===== src/aluPkg.sv =====
package aluPkg;

    // Two-bit operation code, taken from the low bits of dataIn
    typedef enum logic [1:0] {
        opAdd = 2'b00,
        opSub = 2'b01,
        opOr  = 2'b10,
        opAnd = 2'b11
    } aluOp;

    // Flag word layout {N, Z, C, V}
    localparam int flagN = 3;
    localparam int flagZ = 2;
    localparam int flagC = 1;
    localparam int flagV = 0;

    typedef logic [3:0] aluFlags;

    // Widest operand that eight hex digits can show
    localparam int maxDataWidth = 32;

    // Command view of the bus word
    typedef struct packed {
        logic [maxDataWidth-3:0] spare;
        aluOp                    opCode;
    } aluCommand;

    // One bus word read as operand or as command depending on the strobe
    typedef union packed {
        logic [maxDataWidth-1:0] operand;
        aluCommand               command;
    } dataWord;

endpackage


===== src/displayPkg.sv =====
package displayPkg;

    // Segments {a, b, c, d, e, f, g}
    // Low lights a segment on the common-anode board
    typedef logic [6:0] segPattern;

    // Digits on the board
    localparam int anodeCount = 8;

    // Hex nibble to active-low glyph
    function automatic segPattern hexGlyph(input logic [3:0] nibble);
        segPattern glyph;
        case (nibble)
            4'h0: glyph = 7'b0000001;
            4'h1: glyph = 7'b1001111;
            4'h2: glyph = 7'b0010010;
            4'h3: glyph = 7'b0000110;
            4'h4: glyph = 7'b1001100;
            4'h5: glyph = 7'b0100100;
            4'h6: glyph = 7'b0100000;
            4'h7: glyph = 7'b0001111;
            4'h8: glyph = 7'b0000000;
            4'h9: glyph = 7'b0000100;
            // Letters A to F with b and d in lower case
            4'hA: glyph = 7'b0001000;
            4'hB: glyph = 7'b1100000;
            4'hC: glyph = 7'b0110001;
            4'hD: glyph = 7'b1000010;
            4'hE: glyph = 7'b0110000;
            default: glyph = 7'b0111000;
        endcase
        return glyph;
    endfunction

endpackage


===== src/aluCoreIf.sv =====
`timescale 1ns/1ps

interface aluCoreIf #(
    parameter int dataWidth = 16
);
    import aluPkg::*;

    // Registered operands and opcode toward the core
    logic [dataWidth-1:0] a;
    logic [dataWidth-1:0] b;
    aluOp                 opCode;

    // Unregistered core outputs back to the datapath
    logic [dataWidth-1:0] result;
    aluFlags              flags;

    modport datapath (output a, b, opCode, input result, flags);
    modport core (input a, b, opCode, output result, flags);

endinterface


===== src/aluCore.sv =====
`timescale 1ns/1ps

module aluCore (
    aluCoreIf.core bus
);
    import aluPkg::*;

    // Width follows the interface instance
    localparam int width = $bits(bus.a);
    localparam int msb = width - 1;

    // One extra bit on top for carry out or borrow
    logic [width:0]   wide;
    logic [width-1:0] res;
    logic             carry;
    logic             overflow;

    ////////////////////////////////////////
    // Operation select
    ////////////////////////////////////////

    always_comb begin
        wide     = '0;
        carry    = 1'b0;
        overflow = 1'b0;
        case (bus.opCode)
            opAdd: begin
                wide     = {1'b0, bus.a} + {1'b0, bus.b};
                carry    = wide[width];
                // Like signs in, opposite sign out
                overflow = (bus.a[msb] == bus.b[msb]) && (wide[msb] != bus.a[msb]);
            end
            opSub: begin
                wide     = {1'b0, bus.a} - {1'b0, bus.b};
                // Top bit set when b is larger than a
                carry    = wide[width];
                // Unlike signs in, result sign differs from a
                overflow = (bus.a[msb] != bus.b[msb]) && (wide[msb] != bus.a[msb]);
            end
            // Logic ops leave C and V at zero
            opOr: begin
                wide = {1'b0, bus.a | bus.b};
            end
            opAnd: begin
                wide = {1'b0, bus.a & bus.b};
            end
            default: begin
                wide = '0;
            end
        endcase
        res = wide[width-1:0];
    end

    ////////////////////////////////////////
    // Flags
    ////////////////////////////////////////

    always_comb begin
        bus.result       = res;
        bus.flags        = '0;
        // Sign bit of the result
        bus.flags[flagN] = res[msb];
        bus.flags[flagZ] = (res == '0);
        bus.flags[flagC] = carry;
        bus.flags[flagV] = overflow;
    end

endmodule


===== src/aluDatapath.sv =====
`timescale 1ns/1ps

module aluDatapath #(
    parameter int dataWidth = 16
) (
    input  logic                 clk,
    input  logic                 reset,
    input  logic                 loadOpA,
    input  logic                 loadOpB,
    input  logic                 loadOpCode,
    input  logic                 updateRes,
    input  aluPkg::dataWord      dataIn,
    output logic [dataWidth-1:0] result,
    output aluPkg::aluFlags      flags,
    aluCoreIf.datapath           alu
);
    import aluPkg::*;

    logic [dataWidth-1:0] opA;
    logic [dataWidth-1:0] opB;
    aluOp                 opCode;

    // Display shows at most maxDataWidth bits
    if (dataWidth > maxDataWidth) begin : gWidthCheck
        $error("aluDatapath dataWidth %0d is above %0d", dataWidth, maxDataWidth);
    end

    ////////////////////////////////////////
    // Operand and opcode registers
    ////////////////////////////////////////

    always_ff @(posedge clk) begin
        if (reset) begin
            opA    <= '0;
            opB    <= '0;
            opCode <= opAdd;
        end else begin
            // Operands through the operand view
            if (loadOpA)
                opA <= dataIn.operand[dataWidth-1:0];
            if (loadOpB)
                opB <= dataIn.operand[dataWidth-1:0];
            // Opcode through the command view
            if (loadOpCode)
                opCode <= dataIn.command.opCode;
        end
    end

    // To the core
    assign alu.a      = opA;
    assign alu.b      = opB;
    assign alu.opCode = opCode;

    ////////////////////////////////////////
    // Result and flag registers
    ////////////////////////////////////////

    // Samples core output from the old operands at the updateRes edge
    always_ff @(posedge clk) begin
        if (reset) begin
            result <= '0;
            flags  <= '0;
        end else if (updateRes) begin
            result <= alu.result;
            flags  <= alu.flags;
        end
    end

endmodule


===== src/aluDisplayTop.sv =====
`timescale 1ns/1ps

module aluDisplayTop #(
    parameter int dataWidth   = 16,
    parameter int scanDivBits = 2
) (
    input  logic                              clk,
    input  logic                              reset,
    input  logic                              loadOpA,
    input  logic                              loadOpB,
    input  logic                              loadOpCode,
    input  logic                              updateRes,
    input  logic [dataWidth-1:0]              dataIn,
    output logic [dataWidth-1:0]              result,
    output aluPkg::aluFlags                   flags,
    output displayPkg::segPattern             segments,
    output logic [displayPkg::anodeCount-1:0] anodes
);
    import aluPkg::*;

    // Zero-extended bus word
    dataWord busWord;

    assign busWord.operand = maxDataWidth'(dataIn);

    // Datapath to core link
    aluCoreIf #(.dataWidth(dataWidth)) coreBus ();

    aluCore core0 (
        .bus        (coreBus.core)
    );

    aluDatapath #(.dataWidth(dataWidth)) datapath0 (
        .clk        (clk),
        .reset      (reset),
        .loadOpA    (loadOpA),
        .loadOpB    (loadOpB),
        .loadOpCode (loadOpCode),
        .updateRes  (updateRes),
        .dataIn     (busWord),
        .result     (result),
        .flags      (flags),
        .alu        (coreBus.datapath)
    );

    // Display scans the registered result
    segmentDriver #(
        .dataWidth   (dataWidth),
        .scanDivBits (scanDivBits)
    ) display0 (
        .clk        (clk),
        .reset      (reset),
        .value      (result),
        .segments   (segments),
        .anodes     (anodes)
    );

endmodule


===== src/segmentDriver.sv =====
`timescale 1ns/1ps

module segmentDriver #(
    parameter int dataWidth   = 16,
    parameter int scanDivBits = 2
) (
    input  logic                              clk,
    input  logic                              reset,
    input  logic [dataWidth-1:0]              value,
    output displayPkg::segPattern             segments,
    output logic [displayPkg::anodeCount-1:0] anodes
);
    import displayPkg::*;

    localparam int idxBits = $clog2(anodeCount);
    // Digits actually in use
    localparam int digitCount = dataWidth / 4;
    localparam logic [idxBits-1:0] lastDigit = idxBits'(digitCount - 1);

    logic [scanDivBits-1:0]  prescale;
    logic [idxBits-1:0]      digitIdx;
    logic [4*anodeCount-1:0] padded;
    logic [3:0]              nibble;

    ////////////////////////////////////////
    // Scan counters
    ////////////////////////////////////////

    // Free-running prescaler
    always_ff @(posedge clk) begin
        if (reset)
            prescale <= '0;
        else
            prescale <= prescale + 1'b1;
    end

    // Digit advances when prescaler wraps
    always_ff @(posedge clk) begin
        if (reset) begin
            digitIdx <= '0;
        end else if (prescale == '1) begin
            if (digitIdx == lastDigit)
                digitIdx <= '0;
            else
                digitIdx <= digitIdx + 1'b1;
        end
    end

    ////////////////////////////////////////
    // Digit select and glyph
    ////////////////////////////////////////

    always_comb begin
        // Pad to eight nibbles
        padded                  = '0;
        padded[dataWidth-1:0]   = value;
        nibble                  = padded[{digitIdx, 2'b00} +: 4];
        segments                = hexGlyph(nibble);
    end

    // One-cold anodes
    always_comb begin
        for (int k = 0; k < anodeCount; k++) begin
            // Digits above the value width stay dark
            anodes[k] = !((k < digitCount) && (digitIdx == idxBits'(k)));
        end
    end

endmodule


===== config.mk =====
export PLATFORM = sky130hd
export DESIGN_NAME = aluDisplayTop
export DESIGN_NICKNAME = d
export VERILOG_FILES = /design/src/aluPkg.sv /design/src/displayPkg.sv /design/src/aluCoreIf.sv /design/src/aluCore.sv /design/src/aluDatapath.sv /design/src/aluDisplayTop.sv /design/src/segmentDriver.sv
export SDC_FILE = /design/constraint.sdc
export NUM_CORES = 1
export LEC_CHECK = 0
export ABC_AREA = 1
export CORE_MARGIN = 1.5
export CORE_UTILIZATION = 30
export DETAILED_ROUTE_END_ITERATION = 6
export DONT_BUFFER_PORTS = 1
export SLEW_MARGIN = 30
export SYNTH_ARGS = -nofsm -noshare
export SYNTH_HDL_FRONTEND = slang
export SYNTH_SLANG_ARGS = --single-unit

===== constraint.sdc =====
create_clock -name clk -period 2 [get_ports clk]
set_input_delay 0.3 -clock clk [delete_from_list [all_inputs] [get_ports clk]]
set_output_delay 0.3 -clock clk [all_outputs]
set_load 0.01 [all_outputs]

## Yosys cells after proc, flatten, opt, wreduce, memory -nomap -nowiden

Memory sizes are Yosys's and may differ from the RTL's.
Cells that the tools add are included.

| operators by class | value |
|---|---|
| $add $sub $neg | 4 |
| eq/ne operators | 11 |
| shift-type cells | 1 |
| multiplexer cells | 4 |
| bitwise operators | 2 |
| reductions and logical operators | 9 |

Operators by type and width:

| kind | number |
|---|---|
| $pmux W16 S4 | 1 |
| $shiftx A32 B6 Y4 | 1 |
| $add A16 B16 Y17 | 1 |
| $sub A16 B16 Y17 | 1 |
| $and A16 B16 Y16 | 1 |
| $logic_not A16 Y1 | 1 |
| $or A16 B16 Y16 | 1 |
| $eq A2 B2 Y1 const B | 3 |
| $eq A3 B2 Y1 const B | 2 |
| $logic_not A1 Y1 | 4 |
| $pmux W1 S2 | 2 |
| $add A3 B1 Y3 const B | 1 |
| $eq A3 B1 Y1 const B | 1 |
| $logic_not A3 Y1 | 1 |
| $mux W3 | 1 |
| $ne A1 B1 Y1 | 3 |
| $add A2 B1 Y2 const B | 1 |
| $eq A2 B1 Y1 const B | 1 |
| $logic_and A1 B1 Y1 | 2 |
| $logic_not A2 Y1 | 1 |
| $eq A1 B1 Y1 | 1 |

| word-level totals | value |
|---|---|
| bits in registers | 59 |
| bits in read-only memories | 112 |
| bits of input ports | 22 |
| output and inout bits | 35 |
| memories | 1 |

Memories:

| name | depth | bits a word | read ports | clocked after memory_dff | wr ports | line | text |
|---|---|---|---|---|---|---|---|
| (no name shown) | 16 | 7 | 1 | 0 | 0 | displayPkg.sv:13 | `case (nibble)` |

## Longest topological paths before layout

| depth | value |
|---|---|
| depth after elaboration | 4 |
| depth in mapped cells | 18 |
| depth with buffers taken out | 18 |

## By module

Synthesis repeated with hierarchy kept, for this count alone.

| second synthesis, totals | value |
|---|---|
| cells, all modules | 1010 |
| area, all modules | 5935.7 um^2 |

Modules (own cells, without submodules):

| module | times used | cells an instance | area an instance (um^2) | seq. area each (um^2) |
|---|---|---|---|---|
| aluCore | 1 | 566 | 3014.1 | 0.0 |
| aluDatapath | 1 | 322 | 2155.8 | 1081.0 |
| segmentDriver | 1 | 121 | 762.0 | 100.1 |
| aluDisplayTop | 1 | 1 | 3.8 | 0.0 |

## Worst setup path after synthesis

No wires, ideal clock.

| path | value |
|---|---|
| kind | register -> output |
| start | register display0.digitIdx[0] |
| end | output segments[3] |
| arrival | 1874 ps |
| required time | 1700 ps |
| slack | -174 ps |
| cell stages (with the launch flop) | 11 |
| path buffers | 1 |
| cell sequence | dfxtp_1 > buf_2 > nand2_1 > nand3_1 > nand2_1 > a31oi_1 > inv_1 > ha_1 > o21ai_0 > nor2_1 > a31oi_1 |

| on the way | value |
|---|---|
| word-level cells in the longest chain between the ends | 2 |

RTL lines:

| what | line | text |
|---|---|---|
| start, declared | segmentDriver.sv:21 | `logic [idxBits-1:0] digitIdx;` |
| start signal, assigned | segmentDriver.sv:45 | `digitIdx <= digitIdx + 1'b1;` |
| $shiftx A32 B6 Y4 | segmentDriver.sv:57 | `nibble = padded[{digitIdx, 2'b00} +: 4];` |
| $mem_v2 Z16 W7 | - |  |
| end, declared | aluDisplayTop.sv:16 | `output displayPkg::segPattern segments,` |

No other way between the ends.

## Final worst setup path

| path | value |
|---|---|
| start | register display0.digitIdx[0] |
| end | output segments[0] |

The elaborated chain is that of the path after synthesis.

==> impl_metrics.tcl <==
set metrics [dict create \
    outcome "finished with violations" \
    dieWidth_um 134 \
    grt_max_degree 33 \
    ys_seq_area_share_pct 22.5 \
    syn-cell-area_um2 5150 \
    timing.hold.ws_ps 13.2 \
    viasPerCell 4.91 \
    slowest_delay_ps 400 \
    ys_ff_latch 58 \
    finalCritPeriodShare_pct 114 \
    cts.path.max_buffers 2 \
    drive_above_1_share_pct 44.3 \
    startpoint_type "register" \
    drt-wirelength-per-cell_um 14.9 \
    critical_path_class "reg -> out" \
    hp-class "in -> reg" \
    synth_top_area_cell "dfxtp_1" \
    clk_pin_slew_worst_paths_ps 70 \
    peakVddDrop_v 0.000444 \
    grt_pass1_wl_um 27900 \
    cp.arrival_ps 1980 \
    cp_top_family "buffers and inverters" \
    min_period_ps 2280 \
    ys.flop_type "dfxtp_1" \
    post-place-ws_ps -240 \
    path_buf_inv 4 \
    dpl.hpwl_um 13100 \
    skew_ps 13.5 \
    final_nets 1063 \
    placed_cells 1175 \
    numCtsBuffers 9 \
    antenna_left 0 \
    synthArstFlopShare_pct 0 \
    finalSetupViolations 9 \
    fin_cells 1205 \
    grt_pass1_vias 5658 \
    p_leak_nw 3.73 \
    yosysTopAreaCellShare_pct 22.5 \
    pin_count 57 \
    synthTopCellsByArea "dfxtp_1 (23%), ha_1 (14%), nand2_1 (14%)" \
    drv_cap 0 \
    timing.fmax_mhz 439 \
    root_buffer "clkbuf_16" \
    die_area_um2 18000 \
    hp-start "reset" \
    overflow 0 \
    endpoint_kind "output pin" \
    antenna_found_initial 0 \
    synth_edf_count 0 \
    synthCells 815 \
    start_util_pct 30.8 \
    n_fill_cell 1663 \
    die_h_um 134 \
    first_pass_iters 5 \
    yosysUniqueCellTypes 40 \
    violations "negative setup slack" \
    area_growth_pct 54.3 \
    design.core.area_um2 16700 \
    synth_area_per_cell_um2 6.32 \
    crit_path_start "display0.digitIdx[0]" \
    track_usage_pct 19.5 \
    fin_util_pct 47.6 \
    rsz0062_at_grt "true" \
    yosysWarnings 0 \
    place_congestion 0.977 \
    synthTopCellsByCount "nand2_1 (193), inv_1 (112), a21oi_1 (85)" \
    antenna_cells 0 \
    crit_fanout 6 \
    crit_slowest_cell "dfxtp_4" \
    clock_latency_ps 360 \
    crit_chain "clkinv_4 -> buf_6 -> o211ai_1 -> nand3_2 -> buf_6 -> nand2_2 -> o21ai_1 -> buf_4" \
    critPathRequiredTime_ps 1700 \
    htreeDepth 3 \
    cts_tree "built" \
    setup_slack_ps -277 \
    yosysMostFrequentCell "nand2_1" \
    p_per_area_nw_per_um2 672 \
    drt_iter0_drc 348 \
    vias 5922 \
    crit_top_cell "buf_6" \
    totalWireLength_um 18000 \
    num_rows 47 \
    cts.sinks 58 \
    numPortBuffers 0 \
    hold_violations 0 \
    r2r_start "datapath0.alu.a[0]" \
    slew_violations 0 \
    remaining_drc_errors 0 \
]
[worst paths after layout]
check                    endpoint  slack [ps]  depth (start not counted)
max                   segments[0]        -280                          8
min reg2reg  display0.prescale[0]         430                          1
min           datapath0.result[8]          10                          1
max reg2reg    datapath0.flags[2]        -100                         17
[logic make-up after synthesis]
| kind of cell | Yosys count | share of synthesized area (%) |
|---|---|---|
| XOR/XNOR | 2 | 0.486 |
| AO/OA/AOI/OAI | 182 | 19.0 |
| other | 1 | 0.0728 |
| AND/OR/NAND/NOR | 352 | 29.5 |
| flip-flops | 58 | 22.5 |
| buffers and inverters | 159 | 13.3 |
| adder cells (fa/ha/maj) | 61 | 15.1 |
[flip-flops by register name, indices dropped and copies added, names as in the netlist]
name and cells:
datapath0.result 15, datapath0.alu.b 16, datapath0.alu.a 16, display0.digitIdx 3
datapath0.flags 4, datapath0.alu.opCode 2, display0.prescale 2
[routing by layer]
metal,global-route usage [%],vias to the layer above,wire (µm)
li1,-,2962,-
met1,24.4,2711,7610
met2,32.8,199,8670
met3,3.89,50,1010
met4,7.95,0,668
met5,0,-,0
[repair_timing]
action / in CTS / in global routing
hold endpoints to repair: 1 / 1
hold buffers: 1 / 1
gates resized for setup: 96 / 183
buffers inserted: 4 / 8
endpoints found under the setup margin: 20 / 22
pin swaps: 19 / 58
[area by class of cell]
| type | instances | area, µm² | area share, % |
|---|---|---|---|
| clock inverters | 7 | 103 | 1.29 |
| flip-flops and latches | 58 | 1190 | 15.0 |
| well taps | 220 | 275 | 3.46 |
| inverters | 122 | 468 | 5.89 |
| clock buffers | 9 | 225 | 2.83 |
| repair buffers | 188 | 1490 | 18.8 |
| multi-input cells | 601 | 4190 | 52.7 |
[power breakdown]
| group | switching (mW) | internal (mW) | leakage [nW] | total, mW |
|---|---|---|---|---|
| Clock | 0.644 | 1.10 | 0.156 | 1.74 |
| Sequential | 0.0660 | 1.25 | 0.488 | 1.31 |
| Combinational | 1.25 | 1.03 | 3.09 | 2.29 |
| Total | 1.96 | 3.38 | 3.73 | 5.34 |
[cell usage in the layout, fill, tap and decap left out, types with 5 or more instances in the layout]
cell,instances
nand2_4,9
o21ai_1,8
ha_2,7
buf_6,14
inv_1,80
nor2_2,12
nand3_2,14
clkbuf_16,9
o21ai_0,56
a21oi_1,68
nor2_1,40
ha_1,33
o22ai_1,5
a211oi_1,5
nand3_4,7
nand2_2,52
buf_4,170
nand4_1,6
dfxtp_1,36
nor2_4,11
inv_2,38
a21oi_2,19
nand3_1,53
o21ai_2,5
nand2_1,138
ha_4,19
dfxtp_2,20
[per-stage QoR]
| step | TNS [ps] | power [mW] | instance area (µm²) |
|---|---|---|---|
| after floorplan | 0 | 2.34 | 5180 |
| after global placement | -1060 | 3.06 | 6560 |
| after detailed placement | -1230 | 3.06 | 6560 |
| after CTS | -992 | 5.01 | 7330 |
| after global routing | -3120 | 5.65 | 7950 |
| final | -1570 | 5.34 | 7950 |
Power figures use the tool's default switching activity.
